**config.mk**
```make
export PLATFORM = sky130hd
export DESIGN_NAME = branch_predictor
export DESIGN_NICKNAME = d
export VERILOG_FILES = /design/src/source/bp_pkg.sv /design/src/source/bp_update_if.sv /design/src/source/branch_predictor.sv /design/src/source/tournament_chooser.sv /design/src/source/gshare_table.sv /design/src/source/bimodal_table.sv
export VERILOG_INCLUDE_DIRS = /design/src /design/src/source
export SDC_FILE = /design/constraint.sdc
export NUM_CORES = 1
export LEC_CHECK = 0
export ABC_AREA = 1
export BUFFER_PORTS_ARGS = -buffer_cell sky130_fd_sc_hd__buf_2
export CAP_MARGIN = 20
export CORE_MARGIN = 4
export CORE_UTILIZATION = 55
export DETAILED_ROUTE_END_ITERATION = 10
export GPL_TIMING_DRIVEN = 0
export PLACE_DENSITY = 0.71
export SETUP_SLACK_MARGIN = 0.4
export SLEW_MARGIN = 5
export SYNTH_ARGS = -nofsm -noshare
export SYNTH_HDL_FRONTEND = slang
export SYNTH_HIERARCHICAL = 1
export SYNTH_SLANG_ARGS = --single-unit
```
**constraint.sdc**
```tcl
create_clock -name clock -period 2.5 [get_ports clock]
set_input_delay 0 -clock clock [delete_from_list [all_inputs] [get_ports clock]]
set_output_delay 0 -clock clock [all_outputs]
set_load 0.05 [all_outputs]
```
**src/source/bp_config.svh**
```systemverilog
// branch predictor configuration
// sizes of the counter tables, the fetch group and the global history
// shared by the package and every predictor block

`ifndef BP_CONFIG_SVH
`define BP_CONFIG_SVH

// index width of every table, four entries per bank
`define BP_INDEX_BITS 2

// instruction slots per fetch group, one counter bank each
`define BP_SLOTS 4

// global taken/not-taken history length
// kept at or below BP_INDEX_BITS so the hash stays inside the index
`define BP_HIST_BITS 2

`endif
```
**src/source/bp_pkg.sv**
```systemverilog
// branch predictor types
// counter encoding, index, slot, prediction and history types,
// plus the saturating counter step shared by all three tables

`include "bp_config.svh"

package bp_pkg;

  // 2-bit saturating counter, msb is the taken prediction
  typedef enum logic [1:0] {
    CTR_SNT = 2'd0, // strong not taken
    CTR_WNT = 2'd1, // weak not taken, reset value
    CTR_WT  = 2'd2, // weak taken
    CTR_ST  = 2'd3  // strong taken
  } ctr_state_e;

  typedef logic [`BP_INDEX_BITS-1:0] bp_idx_t;  // table entry
  typedef logic [1:0]                bp_slot_t; // slot within fetch group
  typedef logic [`BP_SLOTS-1:0]      bp_pred_t; // one taken bit per slot
  typedef logic [`BP_HIST_BITS-1:0]  bp_hist_t; // global history

  // one step up or down, saturating at both ends
  function automatic ctr_state_e ctr_next(input ctr_state_e cur, input logic up);
    ctr_state_e nxt;
    nxt = cur;
    if (up && (cur != CTR_ST)) begin
      nxt = ctr_state_e'(cur + 2'd1); // toward strong taken
    end else if (!up && (cur != CTR_SNT)) begin
      nxt = ctr_state_e'(cur - 2'd1); // toward strong not taken
    end
    return nxt;
  endfunction

endpackage

```
**src/source/bp_update_if.sv**
```systemverilog
// resolved branch update bus
// one branch outcome per cycle, broadcast to the bimodal table,
// the global table and the chooser; no handshake, update is a strobe

`timescale 1ns/1ns

interface bp_update_if import bp_pkg::*; ();

  logic     update;        // one cycle per resolved branch
  bp_idx_t  buffer_addr;   // entry of the resolved branch
  bp_slot_t buffer_offset; // slot bank of the resolved branch
  logic     branch_result; // 1 = taken

  // driving side, fetch/resolve logic at the top
  modport source (
    output update,
    output buffer_addr,
    output buffer_offset,
    output branch_result
  );

  // receiving side, every table
  modport sink (
    input update,
    input buffer_addr,
    input buffer_offset,
    input branch_result
  );

endinterface

```
**src/source/branch_predictor.sv**
```systemverilog
// tournament branch predictor top
// bimodal and global-history tables side by side, a chooser picking
// per slot between them, one resolved-branch update per cycle

`timescale 1ns/1ns

module branch_predictor import bp_pkg::*; (
  input  logic     clock,
  input  logic     rst_n,
  input  logic     stall,         // no new fetch group this cycle
  input  bp_idx_t  inst_addr,     // fetch group index
  input  logic     update,        // resolved branch strobe
  input  bp_idx_t  buffer_addr,   // resolved entry
  input  bp_slot_t buffer_offset, // resolved slot
  input  logic     branch_result, // 1 = taken
  output bp_pred_t prediction     // per-slot taken bits, one cycle later
);

  bp_pred_t bim_pred;     // bimodal lookup
  bp_pred_t gsh_pred;     // global lookup
  logic     bim_upd_pred; // bimodal view of the updated entry
  logic     gsh_upd_pred; // global view of the updated entry

  // update bus fed straight from the ports
  bp_update_if upd_bus ();

  assign upd_bus.update        = update;
  assign upd_bus.buffer_addr   = buffer_addr;
  assign upd_bus.buffer_offset = buffer_offset;
  assign upd_bus.branch_result = branch_result;

  bimodal_table bimodal_table_i (
    .clock     (clock),
    .rst_n     (rst_n),
    .stall     (stall),
    .inst_addr (inst_addr),
    .upd       (upd_bus),
    .slot_pred (bim_pred),
    .upd_pred  (bim_upd_pred)
  );

  gshare_table gshare_table_i (
    .clock     (clock),
    .rst_n     (rst_n),
    .stall     (stall),
    .inst_addr (inst_addr),
    .upd       (upd_bus),
    .slot_pred (gsh_pred),
    .upd_pred  (gsh_upd_pred)
  );

  tournament_chooser tournament_chooser_i (
    .clock        (clock),
    .rst_n        (rst_n),
    .stall        (stall),
    .inst_addr    (inst_addr),
    .upd          (upd_bus),
    .bim_pred     (bim_pred),
    .gsh_pred     (gsh_pred),
    .bim_upd_pred (bim_upd_pred),
    .gsh_upd_pred (gsh_upd_pred),
    .prediction   (prediction)
  );

endmodule

```
**src/source/tournament_chooser.sv**
```systemverilog
// tournament chooser
// per-entry, per-slot selector counters trained when the two component
// predictors disagree
// msb set selects the global prediction

`timescale 1ns/1ns

`include "bp_config.svh"

module tournament_chooser import bp_pkg::*; (
  input  logic       clock,
  input  logic       rst_n,
  input  logic       stall,        // hold select register
  input  bp_idx_t    inst_addr,    // fetch group index
  bp_update_if.sink  upd,          // resolved branch
  input  bp_pred_t   bim_pred,     // registered bimodal lookup
  input  bp_pred_t   gsh_pred,     // registered global lookup
  input  logic       bim_upd_pred, // bimodal bit of the updated entry
  input  logic       gsh_upd_pred, // global bit of the updated entry
  output bp_pred_t   prediction    // to the decoder
);

  localparam int ENTRIES = 1 << `BP_INDEX_BITS;

  // selector counters that prefer global in their upper half
  ctr_state_e sel_ctr [`BP_SLOTS][ENTRIES];
  bp_pred_t   sel_q;     // registered per-slot select
  logic       disagree;  // components differ on the updated entry
  logic       gsh_right; // global matched the outcome

  assign disagree  = bim_upd_pred ^ gsh_upd_pred;
  assign gsh_right = (gsh_upd_pred == upd.branch_result);

  // train only when one component was right and the other wrong
  always_ff @(posedge clock or negedge rst_n) begin
    if (!rst_n) begin
      for (int s = 0; s < `BP_SLOTS; s++) begin
        for (int e = 0; e < ENTRIES; e++) begin
          sel_ctr[s][e] <= CTR_WNT; // weakly prefer bimodal
        end
      end
    end else if (upd.update && disagree) begin
      sel_ctr[upd.buffer_offset][upd.buffer_addr] <=
        ctr_next(sel_ctr[upd.buffer_offset][upd.buffer_addr], gsh_right);
    end
  end

  // select register aligned with the component lookup registers
  always_ff @(posedge clock or negedge rst_n) begin
    if (!rst_n) begin
      sel_q <= '0;
    end else if (!stall) begin
      for (int s = 0; s < `BP_SLOTS; s++) begin
        sel_q[s] <= sel_ctr[s][inst_addr][1]; // 1 = take global
      end
    end
  end

  // per-slot mux of the two registered component predictions
  assign prediction = (sel_q & gsh_pred) | (~sel_q & bim_pred);

  // select follows the same stall contract as the tables
  a_sel_stall_holds: assert property (
    @(posedge clock) disable iff (!rst_n)
    stall |=> $stable(sel_q)
  ) else $error("chooser select changed under stall");

endmodule

```
**src/source/gshare_table.sv**
```systemverilog
// global history predictor
// shift register of recent branch outcomes, xor-hashed with the fetch
// index into per-slot banks of 2-bit saturating counters

`timescale 1ns/1ns

`include "bp_config.svh"

module gshare_table import bp_pkg::*; (
  input  logic       clock,
  input  logic       rst_n,
  input  logic       stall,     // hold lookup register
  input  bp_idx_t    inst_addr, // fetch group index
  bp_update_if.sink  upd,       // resolved branch
  output bp_pred_t   slot_pred, // registered taken bits
  output logic       upd_pred   // current bit of the hashed update entry
);

  localparam int ENTRIES = 1 << `BP_INDEX_BITS;

  ctr_state_e ctr [`BP_SLOTS][ENTRIES]; // counter banks per slot
  bp_hist_t   hist;                     // newest outcome at lsb
  bp_idx_t    lookup_idx;               // hashed fetch index
  bp_idx_t    update_idx;               // hashed update index

  // history zero-extended into the index width
  assign lookup_idx = inst_addr ^ bp_idx_t'(hist);
  assign update_idx = upd.buffer_addr ^ bp_idx_t'(hist);

  // history shift, one step per resolved branch
  always_ff @(posedge clock or negedge rst_n) begin
    if (!rst_n) begin
      hist <= '0;
    end else if (upd.update) begin
      hist <= bp_hist_t'({hist, upd.branch_result}); // oldest bit drops off
    end
  end

  // counter training with the pre-shift history
  always_ff @(posedge clock or negedge rst_n) begin
    if (!rst_n) begin
      for (int s = 0; s < `BP_SLOTS; s++) begin
        for (int e = 0; e < ENTRIES; e++) begin
          ctr[s][e] <= CTR_WNT;
        end
      end
    end else if (upd.update) begin
      ctr[upd.buffer_offset][update_idx] <=
        ctr_next(ctr[upd.buffer_offset][update_idx], upd.branch_result);
    end
  end

  // lookup register, old history and old counters
  always_ff @(posedge clock or negedge rst_n) begin
    if (!rst_n) begin
      slot_pred <= '0;
    end else if (!stall) begin
      for (int s = 0; s < `BP_SLOTS; s++) begin
        slot_pred[s] <= ctr[s][lookup_idx][1];
      end
    end
  end

  // this table's opinion on the entry the update trains
  assign upd_pred = ctr[upd.buffer_offset][update_idx][1];

  // history only moves on a resolved branch
  a_hist_needs_update: assert property (
    @(posedge clock) disable iff (!rst_n)
    !upd.update |=> $stable(hist)
  ) else $error("global history changed without an update");

  // same stall contract as the bimodal side
  a_stall_holds: assert property (
    @(posedge clock) disable iff (!rst_n)
    stall |=> $stable(slot_pred)
  ) else $error("global prediction changed under stall");

endmodule

```
**src/source/bimodal_table.sv**
```systemverilog
// bimodal predictor
// one bank of 2-bit saturating counters per fetch slot, indexed by the
// fetch address; taken bits are registered on unstalled cycles

`timescale 1ns/1ns

`include "bp_config.svh"

module bimodal_table import bp_pkg::*; (
  input  logic       clock,
  input  logic       rst_n,
  input  logic       stall,     // hold lookup register
  input  bp_idx_t    inst_addr, // fetch group index
  bp_update_if.sink  upd,       // resolved branch
  output bp_pred_t   slot_pred, // registered taken bits
  output logic       upd_pred   // current bit of the entry being updated
);

  localparam int ENTRIES = 1 << `BP_INDEX_BITS;

  // counter banks, first dimension is the slot
  ctr_state_e ctr [`BP_SLOTS][ENTRIES];

  // counter training
  always_ff @(posedge clock or negedge rst_n) begin
    if (!rst_n) begin
      for (int s = 0; s < `BP_SLOTS; s++) begin
        for (int e = 0; e < ENTRIES; e++) begin
          ctr[s][e] <= CTR_WNT; // everything starts weak not taken
        end
      end
    end else if (upd.update) begin
      // single entry per cycle, bank picked by slot
      ctr[upd.buffer_offset][upd.buffer_addr] <=
        ctr_next(ctr[upd.buffer_offset][upd.buffer_addr], upd.branch_result);
    end
  end

  // lookup register, sees counters before this edge's update
  always_ff @(posedge clock or negedge rst_n) begin
    if (!rst_n) begin
      slot_pred <= '0;
    end else if (!stall) begin
      for (int s = 0; s < `BP_SLOTS; s++) begin
        slot_pred[s] <= ctr[s][inst_addr][1]; // msb = taken
      end
    end
  end

  // chooser training needs this table's opinion on the updated entry
  assign upd_pred = ctr[upd.buffer_offset][upd.buffer_addr][1];

  // strong taken can only fall to weak taken, still taken next cycle
  for (genvar gs = 0; gs < `BP_SLOTS; gs++) begin : g_sat_slot
    for (genvar ge = 0; ge < ENTRIES; ge++) begin : g_sat_entry
      a_strong_taken_sticks: assert property (
        @(posedge clock) disable iff (!rst_n)
        (ctr[gs][ge] == CTR_ST) |=> ctr[gs][ge][1]
      ) else $error("bimodal counter left taken from strong taken");
    end
  end

  // a stalled fetch keeps its prediction
  a_stall_holds: assert property (
    @(posedge clock) disable iff (!rst_n)
    stall |=> $stable(slot_pred)
  ) else $error("bimodal prediction changed under stall");

endmodule

```
==> results.ini <==
[global_routing]
grt_max_degree = 57
gr-usage-all-layers = 0.265
grt_first_pass_wirelength_um = 29700
antenna_found_initial = 0
gr-total-overflow = 0
grt_pass1_vias = 6054

[power_and_ir_drop]
finalPower_mw = 8.62
ir_drop_mv = 0.599
p_leak_nw = 4.13
pwr_density_cell_nw_per_um2 = 1020

[timing]
report.final.slew_viol_count = 0
worstMarginPinSlew_ns = 0.520
finClkSkew_ns = 0.0120
fin_crit_sh = 0.909
rsz0062_at_grt = true
finalHoldViolCount = 0
final.setup.worst_slack_ns = 0.227
min_period_ns = 2.27
setup_viol_count_final = 0
fin_tns_setup_ns = 0
fmax_mhz = 440
relSlewSlack = 0.651

[worst_setup_path]
crit_arrival_ns = 2.53
critPathMaxFanout = 5
rr_worst_depth = 15
cp_data_required_time_ns = 2.75
cp-start-kind = flop
critPathCaptureType = flop
crit_type = flop to flop

[synthesis]
synth-seq-cells = 110
synth.cell_area_um2 = 6710
avgSynthCellArea_um2 = 6.79
syn_nets = 1005
yosysUniqueCellTypes = 34
yosysWarnings = 6
ys_seq_area_frac = 0.419
synth_edf_count = 0
synthArstFlopShare = 1.00
netlist_instances = 988
synth_ff_type = dfrtp_1

[place]
place_area_um2 = 7000
place_ws_ns = 0.0140
dpl.cell_count = 1150
place.detailed.hpwl_um = 12400
gp_congestion = 0.934
port_buffers = 14

[floorplan]
die_y_um = 118
pin_count = 15
rows = 40
die_w_um = 118
die_area_um2 = 14000
core-area_um2 = 12000
initial_core_util = 0.561

[hold_path]
hold-path-cell-count = 3
hold_class = input pin to flop

[route]
vias = 6487
dr.pass1.iters = 5
route.detailed.drc = 0
drt_iter0_drc = 419
routed_via_density = 5.37
drtAntennaViolNets = 0
drt-total-wl_um = 19000
routedWlPerCell_um = 15.7

[clock_network]
cts.sinks = 110
clockBufferDepth = 2
clk_pin_slew_ns = 0.07
htreeDepth = 3
clk_latency_ns = 0.37
cts_tree = yes
numCtsBuffers = 9
cts_root_buf = clkbuf_16

[cells_and_area]
n_antenna_cell = 0
final_area_um2 = 8430
nFillCells = 969
area_growth_pct = 25.8
drive_above_1_share = 0.306
nets = 1073
fin_cells = 1208

[outcome]
run_status = completed

[flow_run]
drv_cap = 0

cells by family after synthesis:
group	after synthesis	synth area share
compound gates	64	0.0539
xor+xnor	2	0.00261
fa+ha+maj	6	0.0112
buf+inv	142	0.0987
flops	110	0.419
mux	1	0.00168
simple gates	663	0.412
layout by cell type (no fill, tap or decap), types with 2 or more instances in the layout:
cell	count
o21ai_1	8
clkinv_1	2
o21ai_0	26
nand3_2	38
inv_2	19
inv_1	94
nand2_4	15
o21bai_1	4
nor2_4	33
a21oi_2	2
nand3_1	35
dfrtp_1	62
a21oi_1	5
dlygate4sd3_1	2
dfstp_2	48
nand3_4	3
ha_1	3
nand2_1	405
clkbuf_1	2
inv_6	2
buf_6	22
a31oi_1	9
o211ai_1	5
clkinv_4	3
o21ai_2	3
buf_8	4
nor2_2	4
buf_12	5
nand2_2	56
or2_1	2
nor2_1	66
o32ai_1	2
clkbuf_16	11
buf_16	3
buf_4	22
or2_2	3
inv_4	6
ha_4	2
nand4_1	2
buf_2	14
where the power goes:
part           switching (mW)  total [mW]  internal, mW
combinational            2.23        3.94          1.71
clock                   0.701        1.39         0.687
sequential              0.584        3.30          2.71
total                    3.52        8.62          5.11
layer usage:
layer / vias to the layer above / GRT usage / part of all wire
met4: 0 / 0.108 / 0.031
met2: 221 / 0.428 / 0.47
met3: 54 / 0.0459 / 0.056
li1: 3167 / - / -
met1: 3045 / 0.354 / 0.44
met5: - / 0 / 0
final timing paths:
path / startpoint / end / slack (ns)
max: gshare_table_i/hist[1] / tournament_chooser_i/sel_ctr[29] / 0.23
min: stall / tournament_chooser_i/sel_q[2] / 0.04
max reg2reg: gshare_table_i/hist[1] / tournament_chooser_i/sel_ctr[29] / 0.23
min reg2reg: gshare_table_i/ctr[0] / gshare_table_i/ctr[0] / 0.47
max in group asynchronous: rst_n / bimodal_table_i/ctr[4] / 1.64
min in group asynchronous: rst_n / tournament_chooser_i/sel_q[3] / 0.16
cells in the mapped netlist (5+ instances only):
| library cell | number | area [µm²] |
|---|---|---|
| dfrtp_1 | 62 | 1550 |
| nand2_1 | 438 | 1640 |
| o211ai_1 | 5 | 37.5 |
| dfstp_2 | 48 | 1260 |
| ha_1 | 6 | 75.1 |
| buf_6 | 13 | 146 |
| o21ai_0 | 26 | 130 |
| a21oi_1 | 7 | 35.0 |
| inv_2 | 5 | 18.8 |
| nor2_1 | 96 | 360 |
| o21ai_1 | 11 | 55.1 |
| a31oi_1 | 9 | 56.3 |
| nand2_2 | 35 | 219 |
| nand3_1 | 74 | 370 |
| nor2_4 | 5 | 56.3 |
| inv_1 | 111 | 417 |
sequential cells by signal, summed over array words and instances (netlist names):
signal                        flops
bimodal_table_i/slot_pred         4
gshare_table_i/slot_pred          4
gshare_table_i/hist               2
bimodal_table_i/ctr              32
tournament_chooser_i/sel_q        4
gshare_table_i/ctr               32
tournament_chooser_i/sel_ctr     32
per-stage QoR:
step | hold WS (ns) | util
4_1_cts | 0.0206 | 0.653
3_5_place_dp | -0.0105 | 0.585
3_3_place_gp | 0.342 | 0.582
5_1_grt | 0.0547 | 0.705
2_1_floorplan | -0.296 | -
6_report | 0.0396 | 0.705
final cells by class:
cell class	instances	area, µm²	area share
multi-input combinational	736	3860	0.458
sequential	110	2810	0.334
timing repair buffer	57	572	0.0678
inverter	121	469	0.0556
buffer	21	253	0.0300
clock buffer	9	225	0.0267
tap	147	184	0.0218
clock inverter	7	56.3	0.00668
worst max-delay path, cell delays in order, from the launching register on:
cell and delay [ns]:
dfrtp_1 0.43, inv_2 0.08, nand2_2 0.06, nand2_4 0.13
nor2_4 0.05, nand2_1 0.08, nand2_2 0.09, nor2_4 0.15
inv_4 0.06, xor2_2 0.14, or2_1 0.25, or2_1 0.23
buf_6 0.14, buf_16 0.14, nand3_2 0.07, nand2_1 0.05
timing repair:
item / CTS / global route
resized for setup: 77 / 127
gates cloned: 4 / 3
pin swaps: 23 / 76
setup buffers: 21 / 12
hold endpoints to repair: 55 / 0
hold buffers: 2 / 0
endpoints found under the setup margin: 69 / 95
(Power assumes the default switching activity.)
